### config.mk
export PLATFORM = sky130hd
export DESIGN_NAME = ddc_top
export DESIGN_NICKNAME = d
export VERILOG_FILES = /design/src/rtl/ddc_pkg.sv /design/src/rtl/ddc_regs.sv /design/src/rtl/nco_mixer.sv /design/src/rtl/decimator.sv /design/src/rtl/sample_source.sv /design/src/rtl/sample_fifo.sv /design/src/rtl/usb_writer.sv /design/src/rtl/ddc_top.sv
export SDC_FILE = /design/constraint.sdc
export NUM_CORES = 2
export LEC_CHECK = 0
export ABC_CLOCK_PERIOD_IN_PS = 4500
export BUFFER_PORTS_ARGS = -buffer_cell sky130_fd_sc_hd__clkbuf_2
export CAP_MARGIN = 20
export CORE_MARGIN = 4
export CORE_UTILIZATION = 30
export CTS_CLUSTER_DIAMETER = 60
export CTS_CLUSTER_SIZE = 8
export DETAILED_ROUTE_END_ITERATION = 10
export HOLD_SLACK_MARGIN = 0.15
export PLACE_DENSITY_LB_ADDON = 0.08
export SYNTH_ARGS = -nofsm -noshare
export SYNTH_HDL_FRONTEND = slang
export SYNTH_SLANG_ARGS = --single-unit
### constraint.sdc
create_clock -name ENC_CLK -period 4.5 [get_ports ENC_CLK]
set_input_delay 0.675 -clock ENC_CLK [delete_from_list [all_inputs] [get_ports ENC_CLK]]
set_output_delay 0.675 -clock ENC_CLK [all_outputs]
set_load 0.01 [all_outputs]
### src/rtl/ddc_pkg.sv
package ddc_pkg;

	localparam int SAMPLE_W   = 16; // adc and i/q words
	localparam int PHASE_W    = 32; // accumulator and frequency word
	localparam int REG_ADDR_W = 7;

	localparam logic [REG_ADDR_W-1:0] ADDR_FREQ   = 7'h1;
	localparam logic [REG_ADDR_W-1:0] ADDR_OPTION = 7'h2;

	// option register low bits, 3 falls through to decimated
	typedef enum logic [1:0] {
		MODE_RAW   = 2'd0,
		MODE_MIXED = 2'd1,
		MODE_DECIM = 2'd2
	} capture_mode_t;

	typedef enum logic [1:0] {
		ST_IDLE,
		ST_Q,
		ST_I
	} writer_state_t;

	// atan(2^-i) with a full turn = 65536
	localparam logic [15:0] CORDIC_ATAN [16] = '{
		16'd8192, 16'd4836, 16'd2555, 16'd1297,
		16'd651,  16'd326,  16'd163,  16'd81,
		16'd41,   16'd20,   16'd10,   16'd5,
		16'd3,    16'd1,    16'd1,    16'd0
	};

endpackage

### src/rtl/ddc_regs.sv
module ddc_regs (
	input  logic                             i_rst,
	input  logic                             ENC_CLK,
	input  logic                             i_reg_wr,
	input  logic [ddc_pkg::REG_ADDR_W-1:0]   i_reg_addr,
	input  logic [ddc_pkg::PHASE_W-1:0]      i_reg_data,
	output logic [ddc_pkg::PHASE_W-1:0]      o_freq_word,
	output ddc_pkg::capture_mode_t           o_mode
);
	import ddc_pkg::*;

	always_ff @(posedge ENC_CLK) begin
		if (i_rst) begin
			o_freq_word <= '0;
			o_mode      <= MODE_RAW;
		end else if (i_reg_wr) begin
			case (i_reg_addr)
				ADDR_FREQ: begin
					o_freq_word <= i_reg_data;
				end
				ADDR_OPTION: begin
					o_mode <= capture_mode_t'(i_reg_data[1:0]); // only the mode bits kept
				end
				default: begin
					// unknown address, nothing to update
				end
			endcase
		end
	end

endmodule

### src/rtl/nco_mixer.sv
module nco_mixer #(
	parameter int CORDIC_STAGES = 14
) (
	input  logic                                ENC_CLK,
	input  logic                                i_rst,
	input  logic        [ddc_pkg::PHASE_W-1:0]  i_freq_word,
	input  logic signed [ddc_pkg::SAMPLE_W-1:0] i_sample,
	output logic signed [ddc_pkg::SAMPLE_W-1:0] o_i,
	output logic signed [ddc_pkg::SAMPLE_W-1:0] o_q
);
	import ddc_pkg::*;

	localparam int XW = SAMPLE_W + 2; // two guard bits below the lsb
	localparam int ZW = 16;           // angle resolution

	logic        [PHASE_W-1:0] phase_acc;
	logic        [ZW-1:0]      z_in;
	logic signed [XW-1:0]      x_in;
	logic signed [XW-1:0]      x0;
	logic        [ZW-1:0]      z0;

	logic signed [XW-1:0] x_r [0:CORDIC_STAGES];
	logic signed [XW-1:0] y_r [0:CORDIC_STAGES];
	logic signed [ZW-1:0] z_r [0:CORDIC_STAGES];

	always_ff @(posedge ENC_CLK) begin
		if (i_rst)
			phase_acc <= '0;
		else
			phase_acc <= phase_acc + i_freq_word;
	end

	assign z_in = phase_acc[PHASE_W-1 -: ZW];

	// halve the sample, which with the guard bits is sample*2
	assign x_in = {i_sample[SAMPLE_W-1], i_sample, 1'b0};

	// fold quadrants 1 and 2 by 180 degrees into +-90
	always_comb begin
		if (z_in[ZW-1] ^ z_in[ZW-2]) begin
			x0 = -x_in;
			z0 = {~z_in[ZW-1], z_in[ZW-2:0]};
		end else begin
			x0 = x_in;
			z0 = z_in;
		end
	end

	// rotation mode, drive the residual angle to zero
	always_ff @(posedge ENC_CLK) begin
		x_r[0] <= x0;
		y_r[0] <= '0; // q input is always zero
		z_r[0] <= z0;
		for (int s = 0; s < CORDIC_STAGES; s++) begin
			if (z_r[s][ZW-1]) begin // angle negative, turn clockwise
				x_r[s+1] <= x_r[s] + (y_r[s] >>> s);
				y_r[s+1] <= y_r[s] - (x_r[s] >>> s);
				z_r[s+1] <= z_r[s] + $signed(CORDIC_ATAN[s]);
			end else begin
				x_r[s+1] <= x_r[s] - (y_r[s] >>> s);
				y_r[s+1] <= y_r[s] + (x_r[s] >>> s);
				z_r[s+1] <= z_r[s] - $signed(CORDIC_ATAN[s]);
			end
		end
	end

	// drop the guard bits, gain of ~1.647 stays in
	assign o_i = x_r[CORDIC_STAGES][XW-1:2];
	assign o_q = y_r[CORDIC_STAGES][XW-1:2];

endmodule

### src/rtl/decimator.sv
module decimator #(
	parameter int DECIM = 8
) (
	input  logic                                ENC_CLK,
	input  logic                                i_rst,
	input  logic signed [ddc_pkg::SAMPLE_W-1:0] i_in_i,
	input  logic signed [ddc_pkg::SAMPLE_W-1:0] i_in_q,
	output logic signed [ddc_pkg::SAMPLE_W-1:0] o_out_i,
	output logic signed [ddc_pkg::SAMPLE_W-1:0] o_out_q,
	output logic                                o_valid
);
	import ddc_pkg::*;

	localparam int SHIFT = $clog2(DECIM); // DECIM is at least 2
	localparam int AW    = SAMPLE_W + SHIFT;

	logic        [SHIFT-1:0] cnt;
	logic signed [AW-1:0]    acc_i;
	logic signed [AW-1:0]    acc_q;
	logic signed [AW-1:0]    sum_i;
	logic signed [AW-1:0]    sum_q;
	logic                    wrap;

	assign sum_i = acc_i + i_in_i;
	assign sum_q = acc_q + i_in_q;
	assign wrap  = (cnt == SHIFT'(DECIM - 1));

	always_ff @(posedge ENC_CLK) begin
		if (i_rst) begin
			cnt     <= '0;
			acc_i   <= '0;
			acc_q   <= '0;
			o_valid <= 1'b0;
		end else begin
			cnt     <= cnt + 1'b1; // wraps at DECIM
			o_valid <= wrap;
			acc_i   <= wrap ? '0 : sum_i; // dump and restart
			acc_q   <= wrap ? '0 : sum_q;
		end
	end

	// top bits of the block sum, i.e. sum >>> SHIFT
	always_ff @(posedge ENC_CLK) begin
		if (wrap) begin
			o_out_i <= sum_i[AW-1:SHIFT];
			o_out_q <= sum_q[AW-1:SHIFT];
		end
	end

endmodule

### src/rtl/sample_source.sv
module sample_source #(
	parameter int CORDIC_STAGES = 14,
	parameter int DECIM         = 8
) (
	input  logic                                ENC_CLK,
	input  logic                                i_rst,
	input  logic signed [ddc_pkg::SAMPLE_W-1:0] i_adc_data,
	input  logic        [ddc_pkg::PHASE_W-1:0]  i_freq_word,
	input  ddc_pkg::capture_mode_t              i_mode,
	input  logic                                i_fifo_full,
	input  logic                                i_fifo_empty,
	output logic                                o_fifo_wr,
	output logic      [2*ddc_pkg::SAMPLE_W-1:0] o_fifo_wdata
);
	import ddc_pkg::*;

	logic signed [SAMPLE_W-1:0] adc_r;
	logic signed [SAMPLE_W-1:0] raw_dly [0:CORDIC_STAGES];
	logic signed [SAMPLE_W-1:0] mix_i;
	logic signed [SAMPLE_W-1:0] mix_q;
	logic signed [SAMPLE_W-1:0] dec_i;
	logic signed [SAMPLE_W-1:0] dec_q;
	logic                       dec_valid;
	logic signed [SAMPLE_W-1:0] sel_i;
	logic signed [SAMPLE_W-1:0] sel_q;
	logic                       sel_stb;
	logic                       capture;

	always_ff @(posedge ENC_CLK) begin
		adc_r      <= i_adc_data; // buffer the adc
		raw_dly[0] <= adc_r;
		for (int k = 1; k <= CORDIC_STAGES; k++)
			raw_dly[k] <= raw_dly[k-1]; // match the cordic latency
	end

	nco_mixer #(.CORDIC_STAGES(CORDIC_STAGES)) u_nco (
		.ENC_CLK     (ENC_CLK),
		.i_rst       (i_rst),
		.i_freq_word (i_freq_word),
		.i_sample    (adc_r),
		.o_i         (mix_i),
		.o_q         (mix_q)
	);

	decimator #(.DECIM(DECIM)) u_dec (
		.ENC_CLK (ENC_CLK),
		.i_rst   (i_rst),
		.i_in_i  (mix_i),
		.i_in_q  (mix_q),
		.o_out_i (dec_i),
		.o_out_q (dec_q),
		.o_valid (dec_valid)
	);

	always_comb begin
		case (i_mode)
			MODE_RAW: begin
				sel_i   = raw_dly[CORDIC_STAGES];
				sel_q   = '0;
				sel_stb = 1'b1;
			end
			MODE_MIXED: begin
				sel_i   = mix_i;
				sel_q   = mix_q;
				sel_stb = 1'b1;
			end
			default: begin // decimated, also code 3
				sel_i   = dec_i;
				sel_q   = dec_q;
				sel_stb = dec_valid;
			end
		endcase
	end

	// start on empty, stop on full
	always_ff @(posedge ENC_CLK) begin
		if (i_rst)
			capture <= 1'b0;
		else if (i_fifo_full)
			capture <= 1'b0;
		else if (i_fifo_empty)
			capture <= 1'b1;
	end

	assign o_fifo_wr    = capture & sel_stb;
	assign o_fifo_wdata = {sel_i, sel_q};

endmodule

### src/rtl/sample_fifo.sv
module sample_fifo #(
	parameter int FIFO_DEPTH = 16
) (
	input  logic                             ENC_CLK,
	input  logic                             i_rst,
	input  logic                             i_wr,
	input  logic [2*ddc_pkg::SAMPLE_W-1:0]   i_wdata,
	input  logic                             i_rd,
	output logic [2*ddc_pkg::SAMPLE_W-1:0]   o_rdata,
	output logic                             o_full,
	output logic                             o_empty
);
	import ddc_pkg::*;

	localparam int AW = $clog2(FIFO_DEPTH);

	logic [2*SAMPLE_W-1:0] mem [FIFO_DEPTH];
	logic [AW:0]           wr_ptr; // extra msb tells full from empty
	logic [AW:0]           rd_ptr;
	logic                  do_wr;
	logic                  do_rd;

	assign o_empty = (wr_ptr == rd_ptr);
	assign o_full  = (wr_ptr[AW] != rd_ptr[AW]) && (wr_ptr[AW-1:0] == rd_ptr[AW-1:0]);

	assign do_wr = i_wr & ~o_full;  // write on full is dropped
	assign do_rd = i_rd & ~o_empty;

	always_ff @(posedge ENC_CLK) begin
		if (do_wr)
			mem[wr_ptr[AW-1:0]] <= i_wdata;
	end

	always_ff @(posedge ENC_CLK) begin
		if (i_rst) begin
			wr_ptr <= '0;
			rd_ptr <= '0;
		end else begin
			if (do_wr)
				wr_ptr <= wr_ptr + 1'b1;
			if (do_rd)
				rd_ptr <= rd_ptr + 1'b1;
		end
	end

	// show-ahead, head word visible while not empty
	assign o_rdata = mem[rd_ptr[AW-1:0]];

endmodule

### src/rtl/usb_writer.sv
module usb_writer (
	input  logic                             ENC_CLK,
	input  logic                             i_rst,
	input  logic                             i_fifo_empty,
	input  logic [2*ddc_pkg::SAMPLE_W-1:0]   i_fifo_rdata,
	input  logic                             i_usb_full,
	output logic                             o_fifo_rd,
	output logic                             o_usb_wr,
	output logic [ddc_pkg::SAMPLE_W-1:0]     o_usb_data
);
	import ddc_pkg::*;

	writer_state_t       state;
	logic [SAMPLE_W-1:0] held_i; // i half of the pair in flight

	// usb full only looked at here, a started pair always finishes
	assign o_fifo_rd = (state == ST_IDLE) && !i_fifo_empty && !i_usb_full;

	always_ff @(posedge ENC_CLK) begin
		if (o_fifo_rd)
			held_i <= i_fifo_rdata[2*SAMPLE_W-1:SAMPLE_W];
	end

	always_ff @(posedge ENC_CLK) begin
		if (i_rst) begin
			state      <= ST_IDLE;
			o_usb_wr   <= 1'b0;
			o_usb_data <= '0;
		end else begin
			case (state)
				ST_IDLE: begin
					if (o_fifo_rd) begin
						o_usb_wr   <= 1'b1;
						o_usb_data <= i_fifo_rdata[SAMPLE_W-1:0]; // q goes first
						state      <= ST_Q;
					end
				end
				ST_Q: begin
					o_usb_data <= held_i;
					state      <= ST_I;
				end
				default: begin
					o_usb_wr <= 1'b0; // pair done
					state    <= ST_IDLE;
				end
			endcase
		end
	end

endmodule

### src/rtl/ddc_top.sv
module ddc_top #(
	parameter int CORDIC_STAGES = 14, // at most 16
	parameter int DECIM         = 8,
	parameter int FIFO_DEPTH    = 16
) (
	input  logic                             ENC_CLK,
	input  logic                             i_rst,
	input  logic                             i_reg_wr,
	input  logic [ddc_pkg::REG_ADDR_W-1:0]   i_reg_addr,
	input  logic [ddc_pkg::PHASE_W-1:0]      i_reg_data,
	input  logic [ddc_pkg::SAMPLE_W-1:0]     i_adc_data,
	input  logic                             i_usb_full,
	output logic                             o_usb_wr,
	output logic [ddc_pkg::SAMPLE_W-1:0]     o_usb_data
);
	import ddc_pkg::*;

	logic [PHASE_W-1:0]    freq_word;
	capture_mode_t         option_mode;
	logic                  fifo_wr;
	logic [2*SAMPLE_W-1:0] fifo_wdata;
	logic                  fifo_rd;
	logic [2*SAMPLE_W-1:0] fifo_rdata;
	logic                  fifo_full;
	logic                  fifo_empty;

	ddc_regs u_regs (
		.i_rst       (i_rst),
		.ENC_CLK     (ENC_CLK),
		.i_reg_wr    (i_reg_wr),
		.i_reg_addr  (i_reg_addr),
		.i_reg_data  (i_reg_data),
		.o_freq_word (freq_word),
		.o_mode      (option_mode)
	);

	sample_source #(.CORDIC_STAGES(CORDIC_STAGES), .DECIM(DECIM)) u_src (
		.ENC_CLK      (ENC_CLK),
		.i_rst        (i_rst),
		.i_adc_data   (i_adc_data),
		.i_freq_word  (freq_word),
		.i_mode       (option_mode),
		.i_fifo_full  (fifo_full),
		.i_fifo_empty (fifo_empty),
		.o_fifo_wr    (fifo_wr),
		.o_fifo_wdata (fifo_wdata)
	);

	sample_fifo #(.FIFO_DEPTH(FIFO_DEPTH)) u_fifo (
		.ENC_CLK (ENC_CLK),
		.i_rst   (i_rst),
		.i_wr    (fifo_wr),
		.i_wdata (fifo_wdata),
		.i_rd    (fifo_rd),
		.o_rdata (fifo_rdata),
		.o_full  (fifo_full),
		.o_empty (fifo_empty)
	);

	usb_writer u_usb (
		.ENC_CLK      (ENC_CLK),
		.i_rst        (i_rst),
		.i_fifo_empty (fifo_empty),
		.i_fifo_rdata (fifo_rdata),
		.i_usb_full   (i_usb_full),
		.o_fifo_rd    (fifo_rd),
		.o_usb_wr     (o_usb_wr),
		.o_usb_data   (o_usb_data)
	);

endmodule

==> flow_metrics.env <==
export IMPL_min_to="u_src.raw_dly[1][90]$_DFF_P_"
export IMPL_gp_congestion=0.8111
export IMPL_wirelength_microns=219100
export IMPL_hold_viol=0
export IMPL_fmax_mhz=254.9
export IMPL_worst_slew_pin_slew_ns=0.9976
export IMPL_clkTransAtPathRegs_ns=0.05
export IMPL_post_route_cell_area_sq_um=95450
export IMPL_grt_overflow=0
export IMPL_htreeDepth=5
export IMPL_setup_violations_final=0
export IMPL_die_area_sq_um=282000
export IMPL_grt_pass1_wl_microns=336700
export IMPL_drt_iter0_drc=2993
export IMPL_r2r_end="u_src.u_nco.y_r[1][16]$_DFF_P_"
export IMPL_setup_slack_ns=0.5765
export IMPL_post_cts_buffers=0
export IMPL_yosysWarnings=0
export IMPL_io_buffers=75
export IMPL_antenna_found_initial=21
export IMPL_ys_seq_area_share_pct=47.74
export IMPL_grt_pass1_vias=56660
export IMPL_arrival_ns=4.65
export IMPL_r2r_start="u_src.raw_dly[0][16]$_DFF_P_"
export IMPL_coreArea_sq_um=271500
export IMPL_ys_ff_latch=1677
export IMPL_grt_max_degree=111
export IMPL_setup_tns_ns=0
export IMPL_syn_to_final_growth_pct=16.30
export IMPL_grt_total_usage_pct=15.29
export IMPL_skew_ns=0.08105
export IMPL_synth_edff_count=560
export IMPL_first_pass_iters=6
export IMPL_r2r_slack_ns=0.58
export IMPL_hold_path_class="reg -> reg"
export IMPL_num_rows=191
export IMPL_crit_path_start_kind="flop"
export IMPL_clk_latency_ns=0.85
export IMPL_slew_headroom_pct=33.49
export IMPL_syn_cell_area_sq_um=82070
export IMPL_clockBufferDepth=4
export IMPL_cts_buffers=266
export IMPL_fin_nets=8608
export IMPL_start_util_pct=30.23
export IMPL_crit_fanout=9
export IMPL_drive_gt1_share_pct=9.838
export IMPL_syn_avg_cell_area_sq_um=11.01
export IMPL_endpoint_kind="flop"
export IMPL_worstSetupPathType="reg -> reg"
export IMPL_synthArstFlopShare_pct=0
export IMPL_synthCells=7456
export IMPL_status="completed"
export IMPL_final_min_period_over_clock_period_pct=87.19
export IMPL_cts_tree="done"
export IMPL_synth_flop_cell="dfxtp_1"
export IMPL_placed_cell_area_sq_um=87080
export IMPL_ff2ff_path_depth=14
export IMPL_detail_route_antenna_nets=0
export IMPL_worstHoldStart="u_src.raw_dly[1][74]$_DFF_P_"
export IMPL_wl_per_cell_microns=19.07
export IMPL_viasPerCell=4.844
export IMPL_root_buffer="clkbuf_16"
export IMPL_io_pins=76
export IMPL_ys_types=95
export IMPL_fin_crit_ns=3.924
export IMPL_hpwlAfterDp_microns=157700
export IMPL_vias=55660
export IMPL_cp_required_ns=5.22
export IMPL_slew_violations=0
export IMPL_dp_slack_ns=0.6681
export IMPL_die_h_microns=531.0
export IMPL_drc=0
export IMPL_tritoncts_num_sinks=1677
export IMPL_die_w_microns=531.0
export IMPL_grt_setup_unrepaired="false"
export IMPL_worstHoldPathCells=0
export IMPL_synth_fp_nets=8284
export IMPL_maxCapViolCount=0
## critical path, stage by stage (launching register included)
cell and delay, ns:
dfxtp_1 0.40, inv_1 0.14, ha_1 0.18, nand2b_1 0.09, or4_1 0.50, nor3_1 0.34
nor2_1 0.09, xnor2_1 0.14, ha_1 0.37, and3_1 0.24, and2_1 0.18, a221oi_1 0.38
a31oi_1 0.21, or4_1 0.44, nand4_1 0.10
## Yosys cell counts (all sizes together) (26+ instances only)
library cell  count  share of area [%]
dfxtp          1117                 27
ha              731                 11
a21oi           659                4.0
edfxtp          560                 20
xnor2           547                5.8
nor2            531                2.4
inv             334                1.5
nand2           330                1.5
o21ai           311                1.9
xor2            279                3.0
nor3            200                1.2
a21o            191                1.7
mux4            160                4.4
clkbuf          112               0.52
nand3           107               0.65
o21a            100               0.91
nand2b           97               0.74
nor2b            82               0.63
a31oi            75               0.57
mux2i            68               0.83
and3             66               0.50
o21bai           66               0.60
a211oi           63               0.58
and2             44               0.34
fa               38               0.93
o31ai            38               0.35
buf              35               0.19
nor4             34               0.28
nand4            33               0.25
or2              33               0.25
a31o             31               0.33
o211ai           30               0.27
mux2             29               0.40
or3              27               0.22
a21boi           26               0.24
## placed cells by master, fill, tap and decap left out, types with 87 or more instances in the layout
master and n:
dfxtp_1 1112, ha_1 730, a21oi_1 658, edfxtp_1 560, xnor2_1 547, nor2_1 519, inv_1 333, nand2_1 330
o21ai_0 297, xor2_1 279, clkbuf_16 270, nor3_1 196, a21o_1 191, mux4_2 160, nand3_1 107, o21a_1 100
nand2b_1 96, clkbuf_1 87
## how the worst max path moves through the flow
| stage | startpoint | end | depth (start not counted) |
|---|---|---|---|
| global placement | u_src.raw_dly[0][16]$_DFF_P_ | u_src.u_nco.y_r[1][16]$_DFF_P_ | 14 |
| global route | u_src.raw_dly[0][16]$_DFF_P_ | u_src.u_nco.y_r[1][16]$_DFF_P_ | 14 |
| finish | u_src.raw_dly[0][16]$_DFF_P_ | u_src.u_nco.y_r[1][16]$_DFF_P_ | 14 |
| CTS | u_src.raw_dly[0][16]$_DFF_P_ | u_src.u_nco.y_r[1][16]$_DFF_P_ | 14 |
| floorplan | u_fifo.wr_ptr[2]$_SDFFE_PP0P_ | u_fifo.mem[3][0]$_DFFE_PP_ | 6 |
| detailed placement | u_src.raw_dly[0][16]$_DFF_P_ | u_src.u_nco.y_r[1][16]$_DFF_P_ | 14 |
## cell type report
class	instances	area (sq um)
repair buffers	204	1568
fillers	26910	176000
diodes	3	7.507
inverters	336	1261
well taps	3570	4467
clock buffers	372	7289
multi-input cells	5295	41130
clock inverters	34	529.3
flip-flops and latches	1677	39190
## per-layer routing
layer / vias to the layer above / share of wire [%] / track usage, %
met2: 848 / 48 / 26.24
li1: 27850 / - / -
met4: 10 / 2.5 / 4.299
met3: 338 / 3.8 / 2.543
met5: - / 0.032 / 0
met1: 26610 / 46 / 19.78
## cells by family (layout without fill, tap and decap cells)
logic type,count (synthesis),in the layout,share of synthesized area (%)
AOI/OAI and AO/OA,1778,1778,13.61
xor gates and xnor gates,826,826,8.815
adders and majority gates,769,769,12.07
buffers and inverters,484,946,2.288
DFF,1677,1677,47.74
muxes,257,257,5.618
other,0,3,0
and+or+nand+nor,1665,1665,9.853
## sequential cells by signal, summed over array words and instances (netlist names), named ones only
| signal | cells |
|---|---|
| u_fifo.mem | 512 |
| u_fifo.rd_ptr | 5 |
| u_fifo.wr_ptr | 5 |
| u_regs.o_freq_word | 32 |
| u_regs.o_mode | 2 |
| u_src.adc_r | 16 |
| u_src.capture | 1 |
| u_src.raw_dly | 240 |
| u_src.u_dec.acc_i | 19 |
| u_src.u_dec.acc_q | 19 |
| u_src.u_dec.cnt | 3 |
| u_src.u_dec.o_out_i | 16 |
| u_src.u_dec.o_out_q | 16 |
| u_src.u_dec.o_valid | 1 |
| u_src.u_nco.phase_acc | 32 |
| u_src.u_nco.x_r | 263 |
| u_src.u_nco.y_r | 247 |
| u_src.u_nco.z_r | 209 |
| u_usb.held_i | 16 |
| u_usb.o_usb_data | 16 |
| u_usb.o_usb_wr | 1 |
| u_usb.state | 2 |
## timing repair
item                                    CTS  global route
hold buffers                             48             0
resized for setup                         0             0
endpoints found under the setup margin    0             0
endpoints found under the hold margin    50             0
## metrics by stage
stage | utilization, % | hold WS (ns) | instances
2_1_floorplan | - | 0.3096 | 7456
3_3_place_gp | 32.07 | 0.3101 | 11030
3_5_place_dp | 32.08 | 0.3121 | 11030
4_1_cts | 35.13 | 0.1916 | 11480
5_1_grt | 35.16 | 0.2569 | 11490
6_report | 35.16 | 0.2506 | 11490
Power is left out: the tool's default activity adds up to more than one toggle a clock period on the data nets, which glitch-free logic cannot reach.
